$ cat src/source/softmax_num_pkg.sv
// ~~~~~~~~~~~~~~~~~~~~~~~~~~~~~~~~~~~~~~~~~~~~~~~~~~~~~~~~~~~~
// Numeric formats of the softmax front end: lane count, score,
// exponent, sum and denominator widths and fixed-point constants.
// Imported by every pipeline stage and by the stage records.
// ~~~~~~~~~~~~~~~~~~~~~~~~~~~~~~~~~~~~~~~~~~~~~~~~~~~~~~~~~~~~

package softmax_num_pkg;

    // Scores per beat
    localparam int unsigned N_LANES = 4;

    // Signed attention scores
    localparam int unsigned SCORE_W = 8;
    typedef logic signed [SCORE_W-1:0] score_t;
    localparam score_t SCORE_MIN = {1'b1, {(SCORE_W-1){1'b0}}};

    // Max minus score never exceeds the score range, one extra bit
    localparam int unsigned SHIFT_W = SCORE_W + 1;
    typedef logic [SHIFT_W-1:0] shift_t;

    // Exponent in unsigned fixed point, 15 fraction bits
    localparam int unsigned EXP_W = 16;
    localparam int unsigned EXP_FRAC = 15;
    typedef logic [EXP_W-1:0] exp_t;
    localparam exp_t EXP_ONE = exp_t'(1) << EXP_FRAC;

    // Shifts from here on push the one out of the word
    localparam int unsigned EXP_LIMIT = EXP_FRAC + 1;

    // Sum of the four lane exponents of one beat
    localparam int unsigned SUM_W = 18;
    typedef logic [SUM_W-1:0] sum_t;

    // Row denominator
    localparam int unsigned DEN_W = 24;
    typedef logic [DEN_W-1:0] den_t;

    // One strobe bit per lane
    typedef logic [N_LANES-1:0] strb_t;

endpackage

$ cat src/source/softmax_stage_pkg.sv
// ~~~~~~~~~~~~~~~~~~~~~~~~~~~~~~~~~~~~~~~~~~~~~~~~~~~~~~~~~~~~
// Records of the softmax pipeline: the input beat, the records
// handed from stage to stage and the exponent output record.
// Each record travels next to its own one-bit valid strobe.
// ~~~~~~~~~~~~~~~~~~~~~~~~~~~~~~~~~~~~~~~~~~~~~~~~~~~~~~~~~~~~

package softmax_stage_pkg;

    import softmax_num_pkg::*;

    // Input beat, last marks the final beat of a row
    typedef struct packed {
        score_t [N_LANES-1:0] score;
        strb_t                strb;
        logic                 last;
    } beat_s;

    // Stage 1 to stage 2, running max before and after this beat
    typedef struct packed {
        score_t [N_LANES-1:0] score;
        strb_t                strb;
        logic                 last;
        score_t               old_max;
        score_t               new_max;
    } max_rec_s;

    // Stage 2 to stage 3, also the exponent output of the datapath
    typedef struct packed {
        exp_t [N_LANES-1:0] exp;
        strb_t              strb;
        logic               last;
        shift_t             shift;
    } exp_rec_s;

    // Stage 3 to stage 4
    typedef struct packed {
        sum_t   sum;
        logic   last;
        shift_t shift;
    } sum_rec_s;

endpackage
$ cat src/source/denom_acc_stage.sv
// ~~~~~~~~~~~~~~~~~~~~~~~~~~~~~~~~~~~~~~~~~~~~~~~~~~~~~~~~~~~~
// Fourth pipeline stage. Holds the row denominator, rescales it
// whenever the row maximum rose and adds the beat sum. On the
// last beat of a row it presents the result and starts over.
// ~~~~~~~~~~~~~~~~~~~~~~~~~~~~~~~~~~~~~~~~~~~~~~~~~~~~~~~~~~~~

`timescale 1ns/10ps

module denom_acc_stage (
    input  logic                        clk_i,
    input  logic                        rst_ni,
    input  logic                        clear_i,
    input  logic                        valid_i,
    input  softmax_stage_pkg::sum_rec_s rec_i,
    output logic                        den_valid_o,
    output softmax_num_pkg::den_t       den_o
);

    import softmax_num_pkg::*;
    import softmax_stage_pkg::*;

    den_t acc_q;
    den_t acc_scaled;
    den_t acc_next;

    // Old terms were taken against a smaller max, scale by 2^-shift
    assign acc_scaled = (rec_i.shift >= shift_t'(DEN_W)) ? '0 : (acc_q >> rec_i.shift);
    assign acc_next   = acc_scaled + den_t'(rec_i.sum);

    always_ff @(posedge clk_i or negedge rst_ni) begin
        if (!rst_ni) begin
            acc_q <= '0;
        end else if (clear_i) begin
            acc_q <= '0;
        end else if (valid_i) begin
            acc_q <= rec_i.last ? '0 : acc_next;
        end
    end

    always_ff @(posedge clk_i or negedge rst_ni) begin
        if (!rst_ni) begin
            den_valid_o <= 1'b0;
        end else begin
            den_valid_o <= valid_i & rec_i.last & ~clear_i;
        end
    end

    // Result holds until the next row completes
    always_ff @(posedge clk_i) begin
        if (valid_i && rec_i.last) begin
            den_o <= acc_next;
        end
    end

endmodule

$ cat src/source/exp_stage.sv
// ~~~~~~~~~~~~~~~~~~~~~~~~~~~~~~~~~~~~~~~~~~~~~~~~~~~~~~~~~~~~
// Second pipeline stage. Forms the base-2 exponent of every lane
// against the new running maximum and the rescale shift of the
// denominator. Its output is also the exponent output of the top.
// ~~~~~~~~~~~~~~~~~~~~~~~~~~~~~~~~~~~~~~~~~~~~~~~~~~~~~~~~~~~~

`timescale 1ns/10ps

module exp_stage (
    input  logic                        clk_i,
    input  logic                        rst_ni,
    input  logic                        clear_i,
    input  logic                        valid_i,
    input  softmax_stage_pkg::max_rec_s rec_i,
    output logic                        valid_o,
    output softmax_stage_pkg::exp_rec_s rec_o
);

    import softmax_num_pkg::*;
    import softmax_stage_pkg::*;

    exp_rec_s rec_d;

    // hi - lo with both sign extended, only used where hi >= lo
    function automatic shift_t score_diff(score_t hi, score_t lo);
        logic signed [SCORE_W:0] wide;
        wide = {hi[SCORE_W-1], hi} - {lo[SCORE_W-1], lo};
        return shift_t'(wide);
    endfunction

    always_comb begin
        shift_t lane_diff;
        for (int i = 0; i < N_LANES; i++) begin
            lane_diff = score_diff(rec_i.new_max, rec_i.score[i]);
            if (rec_i.strb[i] && (lane_diff < shift_t'(EXP_LIMIT))) begin
                rec_d.exp[i] = EXP_ONE >> lane_diff;
            end else begin
                // Underflow or masked lane
                rec_d.exp[i] = '0;
            end
        end
        rec_d.strb  = rec_i.strb;
        rec_d.last  = rec_i.last;
        rec_d.shift = score_diff(rec_i.new_max, rec_i.old_max);
    end

    always_ff @(posedge clk_i or negedge rst_ni) begin
        if (!rst_ni) begin
            valid_o <= 1'b0;
        end else begin
            valid_o <= valid_i & ~clear_i;
        end
    end

    always_ff @(posedge clk_i) begin
        rec_o <= rec_d;
    end

endmodule

$ cat src/source/lane_sum_stage.sv
// ~~~~~~~~~~~~~~~~~~~~~~~~~~~~~~~~~~~~~~~~~~~~~~~~~~~~~~~~~~~~
// Third pipeline stage. Adds the lane exponents of one beat in a
// two-level adder tree and forwards the sum with last and shift.
// ~~~~~~~~~~~~~~~~~~~~~~~~~~~~~~~~~~~~~~~~~~~~~~~~~~~~~~~~~~~~

`timescale 1ns/10ps

module lane_sum_stage (
    input  logic                        clk_i,
    input  logic                        rst_ni,
    input  logic                        clear_i,
    input  logic                        valid_i,
    input  softmax_stage_pkg::exp_rec_s rec_i,
    output logic                        valid_o,
    output softmax_stage_pkg::sum_rec_s rec_o
);

    import softmax_num_pkg::*;
    import softmax_stage_pkg::*;

    logic [EXP_W:0] pair_sum [N_LANES/2];
    sum_rec_s       rec_d;

    // First level, neighbouring lanes
    always_comb begin
        for (int p = 0; p < N_LANES / 2; p++) begin
            pair_sum[p] = {1'b0, rec_i.exp[2*p]} + {1'b0, rec_i.exp[2*p+1]};
        end
    end

    always_comb begin
        rec_d.sum   = sum_t'(pair_sum[0]) + sum_t'(pair_sum[1]);
        rec_d.last  = rec_i.last;
        rec_d.shift = rec_i.shift;
    end

    always_ff @(posedge clk_i or negedge rst_ni) begin
        if (!rst_ni) begin
            valid_o <= 1'b0;
        end else begin
            valid_o <= valid_i & ~clear_i;
        end
    end

    always_ff @(posedge clk_i) begin
        rec_o <= rec_d;
    end

endmodule

$ cat src/source/max_stage.sv
// ~~~~~~~~~~~~~~~~~~~~~~~~~~~~~~~~~~~~~~~~~~~~~~~~~~~~~~~~~~~~
// First pipeline stage. Takes the maximum over the strobed lanes,
// folds it into the running row maximum and passes the beat on
// with the old and the new maximum one cycle later.
// ~~~~~~~~~~~~~~~~~~~~~~~~~~~~~~~~~~~~~~~~~~~~~~~~~~~~~~~~~~~~

`timescale 1ns/10ps

module max_stage (
    input  logic                        clk_i,
    input  logic                        rst_ni,
    input  logic                        clear_i,
    input  logic                        valid_i,
    input  softmax_stage_pkg::beat_s    beat_i,
    output logic                        valid_o,
    output softmax_stage_pkg::max_rec_s rec_o
);

    import softmax_num_pkg::*;
    import softmax_stage_pkg::*;

    score_t   run_max_q;
    score_t   lane_max;
    score_t   new_max;
    max_rec_s rec_d;

    // Masked lanes do not take part in the maximum
    always_comb begin
        score_t lane_score;
        lane_max = SCORE_MIN;
        for (int i = 0; i < N_LANES; i++) begin
            lane_score = beat_i.score[i];
            if (beat_i.strb[i] && (lane_score > lane_max)) begin
                lane_max = lane_score;
            end
        end
    end

    assign new_max = (lane_max > run_max_q) ? lane_max : run_max_q;

    always_comb begin
        rec_d.score   = beat_i.score;
        rec_d.strb    = beat_i.strb;
        rec_d.last    = beat_i.last;
        rec_d.old_max = run_max_q;
        rec_d.new_max = new_max;
    end

    // Running row maximum, restarts after the last beat of a row
    always_ff @(posedge clk_i or negedge rst_ni) begin
        if (!rst_ni) begin
            run_max_q <= SCORE_MIN;
        end else if (clear_i) begin
            run_max_q <= SCORE_MIN;
        end else if (valid_i) begin
            run_max_q <= beat_i.last ? SCORE_MIN : new_max;
        end
    end

    always_ff @(posedge clk_i or negedge rst_ni) begin
        if (!rst_ni) begin
            valid_o <= 1'b0;
        end else begin
            valid_o <= valid_i & ~clear_i;
        end
    end

    always_ff @(posedge clk_i) begin
        rec_o <= rec_d;
    end

endmodule

$ cat src/source/softmax_datapath.sv
// ~~~~~~~~~~~~~~~~~~~~~~~~~~~~~~~~~~~~~~~~~~~~~~~~~~~~~~~~~~~~
// Streaming softmax front end. Chains max, exponent, lane sum and
// denominator stages; exponents appear 2 cycles after a beat and
// the row denominator 4 cycles after the last beat of a row.
// ~~~~~~~~~~~~~~~~~~~~~~~~~~~~~~~~~~~~~~~~~~~~~~~~~~~~~~~~~~~~

`timescale 1ns/10ps

module softmax_datapath (
    input  logic                        clk_i,
    input  logic                        rst_ni,
    input  logic                        clear_i,
    input  logic                        valid_i,
    input  softmax_stage_pkg::beat_s    beat_i,
    output logic                        exp_valid_o,
    output softmax_stage_pkg::exp_rec_s exp_o,
    output logic                        den_valid_o,
    output softmax_num_pkg::den_t       den_o
);

    import softmax_stage_pkg::*;

    logic     max_valid;
    max_rec_s max_rec;
    logic     sum_valid;
    sum_rec_s sum_rec;

    max_stage i_max_stage (
        .clk_i   ( clk_i     ),
        .rst_ni  ( rst_ni    ),
        .clear_i ( clear_i   ),
        .valid_i ( valid_i   ),
        .beat_i  ( beat_i    ),
        .valid_o ( max_valid ),
        .rec_o   ( max_rec   )
    );

    // Exponent record is tapped here as the datapath output
    exp_stage i_exp_stage (
        .clk_i   ( clk_i       ),
        .rst_ni  ( rst_ni      ),
        .clear_i ( clear_i     ),
        .valid_i ( max_valid   ),
        .rec_i   ( max_rec     ),
        .valid_o ( exp_valid_o ),
        .rec_o   ( exp_o       )
    );

    lane_sum_stage i_lane_sum_stage (
        .clk_i   ( clk_i       ),
        .rst_ni  ( rst_ni      ),
        .clear_i ( clear_i     ),
        .valid_i ( exp_valid_o ),
        .rec_i   ( exp_o       ),
        .valid_o ( sum_valid   ),
        .rec_o   ( sum_rec     )
    );

    denom_acc_stage i_denom_acc_stage (
        .clk_i       ( clk_i       ),
        .rst_ni      ( rst_ni      ),
        .clear_i     ( clear_i     ),
        .valid_i     ( sum_valid   ),
        .rec_i       ( sum_rec     ),
        .den_valid_o ( den_valid_o ),
        .den_o       ( den_o       )
    );

endmodule

$ cat config.mk
export PLATFORM = sky130hd
export DESIGN_NAME = softmax_datapath
export DESIGN_NICKNAME = d
export VERILOG_FILES = /design/src/source/softmax_num_pkg.sv /design/src/source/softmax_stage_pkg.sv /design/src/source/denom_acc_stage.sv /design/src/source/exp_stage.sv /design/src/source/lane_sum_stage.sv /design/src/source/max_stage.sv /design/src/source/softmax_datapath.sv
export SDC_FILE = /design/constraint.sdc
export NUM_CORES = 1
export LEC_CHECK = 0
export BUFFER_PORTS_ARGS = -buffer_cell sky130_fd_sc_hd__buf_2
export CAP_MARGIN = 40
export CORE_MARGIN = 5
export CORE_UTILIZATION = 45
export DETAILED_ROUTE_END_ITERATION = 8
export GPL_ROUTABILITY_DRIVEN = 0
export PLACE_DENSITY_LB_ADDON = 0.05
export SKIP_CTS_REPAIR_TIMING = 1
export SYNTH_ARGS = -nofsm -noshare
export SYNTH_HDL_FRONTEND = slang
export SYNTH_SLANG_ARGS = --single-unit
$ cat constraint.sdc
create_clock -name clk_i -period 11.9 [get_ports clk_i]
set_input_delay 1.19 -clock clk_i [delete_from_list [all_inputs] [get_ports clk_i]]
set_output_delay 1.19 -clock clk_i [all_outputs]
set_load 0.05 [all_outputs]
======== Word-level counts from Yosys, hierarchy flattened ========
Cells that the tools add are included.
storage, ports and cells
  register bits ........................... 219
  input port bits ......................... 41
  output and inout bits ................... 104
cells by class
  $add $sub $neg .......................... 9
  $lt $le $gt $ge ......................... 10
  shift operators ......................... 5
  muxes and demuxes ....................... 12
  bitwise operators ....................... 6
  reductions and logical operators ........ 11
operator list
  cell                   number
  $mux 24                4
  $mux 8                 8
  $shr 16x9->16 const A  4
  $sub 8x8->9            5
  $lt 9x5->1 const B     4
  $add 16x16->17         2
  $gt 8x8->1             4
  $add 24x18->24         1
  $shr 24x9->24          1
  $add 17x17->18         1
  $ge 9x5->1 const B     1
  $logic_and 1x1->1      9
  $gt 8x8->1 const B     1
  $and 1x1->1            5
  $reduce_bool 2->1      2
  $not 1->1              1

======== Logic depth before layout (Yosys ltp) ========
  depth after elaboration ................. 17
  gate-level depth with buffers ........... 41
  mapped depth without buffers ............ 36

======== Modules after synthesis ========
Synthesis repeated with hierarchy kept, for this count alone.
second synthesis, totals
  cells, all modules ...................... 1372
  area, all modules ....................... 13035.0 µm²
by module, submodules not included
  module           instances  cells each  area each (µm²)
  exp_stage        1          427         3990.1
  denom_acc_stage  1          408         3828.7
  max_stage        1          293         2915.3
  lane_sum_stage   1          244         2301.0

======== Worst setup path after synthesis ========
OpenSTA, ideal clock, no wires.
  path type ............................... input to register
  from .................................... input beat_i[1] (netlist bit)
  to ...................................... register i_max_stage.run_max_q[3]
  arrival ................................. 8196 ps
  setup slack ............................. 3621 ps
  stages on the path ...................... 41
  path buffers ............................ 6
  cell sequence ........................... nor2b_1 > ha_1 > a21oi_1 > a21oi_1 > o21ai_1 > a31oi_1 > clkbuf_1 > nand2_1 > o21ai_0 > inv_1 > ha_1 > a21o_1 > a21oi_1 > o21ai_0 > o311a_1 > buf_6 > nand3_1 > and2_1 > [5 not listed] > o21a_1 > o21ai_0 > a31o_2 > clkbuf_1 > clkbuf_1 > nor2_1 > a31oi_1 > ha_1 > and4_1 > nand4_1 > nand3_1 > a211oi_1 > or2_2 > clkbuf_1 > and3b_1 > clkbuf_1 > o311ai_0 > o21ai_0
between the ends
  cells in the longest elaborated chain, start to end .. 16
ends and longest elaborated chain
  item                  line                    text
  from (decl)           softmax_datapath.sv:14  input softmax_stage_pkg::beat_s beat_i,
  $logic_and 1x1->1 *   max_stage.sv:33         if (beat_i.strb[i] && (lane_score > lane_max)) begin
  $mux 8 *              max_stage.sv:33
  $gt 8x8->1            max_stage.sv:33
  $logic_and 1x1->1     max_stage.sv:33
  $mux 8 *              max_stage.sv:33
  $gt 8x8->1            max_stage.sv:33
  $logic_and 1x1->1     max_stage.sv:33
  $mux 8 *              max_stage.sv:33
  $gt 8x8->1            max_stage.sv:33
  $logic_and 1x1->1     max_stage.sv:33
  $mux 8 *              max_stage.sv:33
  $gt 8x8->1            max_stage.sv:39         assign new_max = (lane_max > run_max_q) ? lane_max : run_max_q;
  $mux 8 *              max_stage.sv:39
  $mux 8 *              max_stage.sv:56         run_max_q <= beat_i.last ? SCORE_MIN : new_max;
  $mux 8 *              max_stage.sv:55         end else if (valid_i) begin
  $mux 8 *              max_stage.sv:53         end else if (clear_i) begin
  to (signal assigned)  max_stage.sv:56
  to (decl)             max_stage.sv:22         score_t run_max_q;
Every way passes the cells marked *; elsewhere a longest branch is shown, timed or not. The select of a mux whose other input is x is not followed.
A chain may end at the register's enable or synchronous reset.

======== Final worst setup path ========
  from .................................... input beat_i[1] (netlist bit)
  to ...................................... register i_max_stage.run_max_q[4]
Same word-level chain as after synthesis.

==> impl_results.md <==
* Sequential power share at 0.334
* Total congestion overflow at 0
* Net count, final at 1614
* Total negative setup slack at 0 ns
* Peak ir drop on the vdd network at 97.64 uV
* DIE WIDTH at 176.3 um
* Final hold violation count at 0
* Clock Root Buffer: sky130_fd_sc_hd__clkbuf_16
* Relative max-transition margin at 0.4432
* Setup repair after global routing missed its margin: no
* Area growth, synth to finish at 16.11%
* Total vias in the final route at about 9.8k
* Cell with the most instances after synthesis: sky130_fd_sc_hd__dfxtp_1
* Total of buffers placed on input and output ports at 144
* Count of yosys warnings during synthesis at 0
* Share of synthesized registers carrying an async set or reset at 0.1644
* Max capacitance violation total at 0
* Gate count after technology mapping at 1285
* Max Fanout on Critical Path at 29
* Most used flip-flop cell after synthesis: sky130_fd_sc_hd__dfxtp_1
* Count of antenna-violating nets left after detailed routing at 0
* I/O pin total at 145
* Combinational Power Share at 0.380
* Clock Sinks at roughly 220
* Delay of the slowest critical-path stage at about 0.58 ns
* Placement Setup Slack at approximately 2.5 ns
* Share of synthesized area occupied by flip-flops and latches at 0.3864
* Worst Path Required at 12.31 ns
* HP Class: reg2reg
* Initial core utilization at 0.4590
* TritonRoute pass-1 iters at 5
* Number of setup violations in the final report at 0
* Highest achievable clock rate at 112.2 MHz
* Largest cells by area after synthesis: sky130_fd_sc_hd__dfxtp_1, sky130_fd_sc_hd__ha_1, sky130_fd_sc_hd__dfrtp_1
* Number of enable-type register cells in the synthesized netlist at 24
* Standby leakage power at a little under 7 nW
* Final std cell area, no fill at 14440 um2
* Number of antenna violations at the first check in global routing at 0
* Count of different cell masters after synthesis at 71
* Mapped Area at 12440 um2
* Num rows at 60
* Global-route total usage across every layer at 0.2089
* Clock input transition at the sequential cells of the worst setup and hold paths at approximately 0.060 ns
* Largest net degree at the start of global routing at 43
* Most frequent CP cell: sky130_fd_sc_hd__o21ai_0
* Setup slack, reg-to-reg at 6.83 ns
* First-pass GRT wire length at 52.17 mm
* H-tree levels at 1
* Drt initial violations at 510
* Shortest period the worst path allows at 8.910 ns
* DRC errors left at 0
* CTS tree: done
* Via count of the first global-routing pass at approximately 9.6k
* Nets in the synthesized netlist at between 1k and 1.5k
* Actual transition at the worst max-transition pin at 0.8141 ns
* Finished Core Util at 0.5329
* Total core area at 27100 um2
* Count of antenna diodes in the layout at 0
* Proportion of total power due to net switching at 0.3821
* Placed inst area at about 14000 um2
* Worst clock skew at 0.01302 ns
* Syn avg cell area at between 9 and 10 um2
* Data arrival time of the worst path at approximately 9.3 ns
* Half-perimeter wire length of the detailed placement result at 26.04 mm
* Worst-path cell with the longest stage delay: sky130_fd_sc_hd__o311a_1
* Die Footprint at 31070 um2
* Chip height at roughly 180 um
* Crit path setup slack, layout at 2.990 ns
* Mean routed wirelength per cell at 17.92 um
* Power density relative to cell area at 188.6 nW/um2
* Status: complete, no violations
* Period utilisation layout at 0.7488
* Ratio of routed vias to standard cells at 5.364
* Portion of total power attributed to the clock network at 0.286
* Endpoint kind of the worst setup timing path: flop
* List of most frequent post-synthesis cells: sky130_fd_sc_hd__dfxtp_1, sky130_fd_sc_hd__ha_1, sky130_fd_sc_hd__inv_1, sky130_fd_sc_hd__nor2_1, sky130_fd_sc_hd__nand2_1
* Number of cells on the worst reg-to-reg path at 17
* Worst setup SP type: input port
* Longest Clk Path Bufs at 3
* Leading area contributor after synthesis: sky130_fd_sc_hd__dfxtp_1
* Total CTS buffers at 25
* FF+latch count, synth at 219
* Share of the synthesized area in the top cell type at 0.2559
* Clk Latency, worst-skew pair at approximately 0.5 ns
* Psw at 1.041 mW
* Sum of routed wire length over all layers at 32.61 mm
* Proportion of layout cells with a drive suffix above 1 at 0.1692
* Max-slew violation count at 0
* Depth of the worst hold-timing path at 0
* Internal power contribution at 1.683 mW
* Critical path class: in2reg
-- kinds of logic after synthesis --
| family | count (synthesis) | synth area share |
|---|---|---|
| AO/OA/AOI/OAI | 330 | 0.1840 |
| multiplexers | 31 | 0.03008 |
| adder cells (fa/ha/maj) | 144 | 0.1676 |
| AND/OR/NAND/NOR | 351 | 0.1417 |
| XOR/XNOR | 56 | 0.03943 |
| buffers and inverters | 154 | 0.05080 |
| flip-flops | 219 | 0.3864 |
-- sequential cells by signal, indices dropped and copies added (netlist names) --
register	cells
i_denom_acc_stage.den_valid_o	1
i_max_stage.rec_o	53
i_lane_sum_stage.rec_o	28
i_denom_acc_stage.den_o	24
i_exp_stage.valid_o	1
i_max_stage.valid_o	1
i_lane_sum_stage.valid_o	1
i_exp_stage.rec_o	78
i_max_stage.run_max_q	8
i_denom_acc_stage.acc_q	24
-- power by group through the flow --
stage	registers [mW]	clock network, mW	logic, mW
6_report	0.910	0.779	1.04
3_3_place_gp	0.930	0	1.01
4_1_cts	0.915	0.800	1.03
5_1_grt	0.922	0.835	1.16
3_5_place_dp	0.930	0	1.03
2_1_floorplan	0.894	0	0.817
-- critical path, delay by kind of cell --
family / cells / cell delay, ns
buf+inv: 3 / 0.48
fa+ha+maj: 4 / 1.18
compound gates: 18 / 4.13
simple gates: 10 / 2.05
mux: 1 / 0.28
-- path summary, 6_finish.rpt --
path | startpoint | endpoint
worst max-delay path | beat_i[1] | i_max_stage.run_max_q[4]$_DFFE_PN0P_
worst min-delay path | i_max_stage.rec_o[16]$_DFF_P_ | i_exp_stage.rec_o[9]$_DFF_P_
worst max register to register | i_lane_sum_stage.rec_o[2]$_DFF_P_ | i_denom_acc_stage.acc_q[22]$_DFFE_PN0P_
worst min register to register | i_max_stage.rec_o[16]$_DFF_P_ | i_exp_stage.rec_o[9]$_DFF_P_
max in group asynchronous | rst_ni | i_max_stage.run_max_q[7]$_DFFE_PN1P_
min in group asynchronous | rst_ni | i_denom_acc_stage.acc_q[16]$_DFFE_PN0P_
-- final cells by class --
| class | instances | area (um2) |
|---|---|---|
| clock buffer | 36 | 759.5 |
| clock inverter | 9 | 100.1 |
| fill | 2524 | 12660 |
| inverter | 103 | 386.6 |
| multi-input combinational | 912 | 7018 |
| sequential | 219 | 4806 |
| tap | 372 | 465.4 |
| timing repair buffer | 169 | 905.9 |
-- metrics by stage --
stage	cells	power, mW	hold WS, ns
CTS	1820	2.748	0.3298
floorplan	1285	1.711	0.3096
detailed placement	1775	1.958	0.3143
global placement	1764	1.942	0.3128
finish	1820	2.724	0.3300
global route	1820	2.919	0.3510
-- layout by cell type, fill, tap and decap left out, types with 13 or more instances in the layout --
cell type / n
sky130_fd_sc_hd__buf_4: 15
sky130_fd_sc_hd__mux2i_1: 13
sky130_fd_sc_hd__fa_1: 38
sky130_fd_sc_hd__o21ai_0: 57
sky130_fd_sc_hd__edfxtp_1: 24
sky130_fd_sc_hd__a31oi_1: 20
sky130_fd_sc_hd__nand3_1: 24
sky130_fd_sc_hd__a21o_1: 16
sky130_fd_sc_hd__nor2b_1: 33
sky130_fd_sc_hd__xnor2_1: 41
sky130_fd_sc_hd__dfrtp_1: 35
sky130_fd_sc_hd__ha_1: 105
sky130_fd_sc_hd__inv_1: 103
sky130_fd_sc_hd__nor3_1: 23
sky130_fd_sc_hd__clkbuf_16: 27
sky130_fd_sc_hd__a2111oi_0: 16
sky130_fd_sc_hd__xor2_1: 15
sky130_fd_sc_hd__a211oi_1: 20
sky130_fd_sc_hd__nand2_1: 78
sky130_fd_sc_hd__o21a_1: 18
sky130_fd_sc_hd__mux2_2: 13
sky130_fd_sc_hd__a22o_1: 23
sky130_fd_sc_hd__buf_2: 144
sky130_fd_sc_hd__dfxtp_1: 159
sky130_fd_sc_hd__nor2_1: 80
sky130_fd_sc_hd__and2_1: 47
sky130_fd_sc_hd__and3_1: 22
sky130_fd_sc_hd__a21oi_1: 61
sky130_fd_sc_hd__or2_2: 13
-- metal layers --
layer  part of all wire  global-route usage  up-vias  wire (um)
li1                   -                   -     4888          -
met1               0.44              0.2763     4584      14280
met2               0.49              0.3709      253      16100
met3              0.053             0.02762       38       1717
met4              0.016             0.03671        0        510
met5                  0                   0        -          0
No activity file was read; power rests on OpenSTA's default activity.
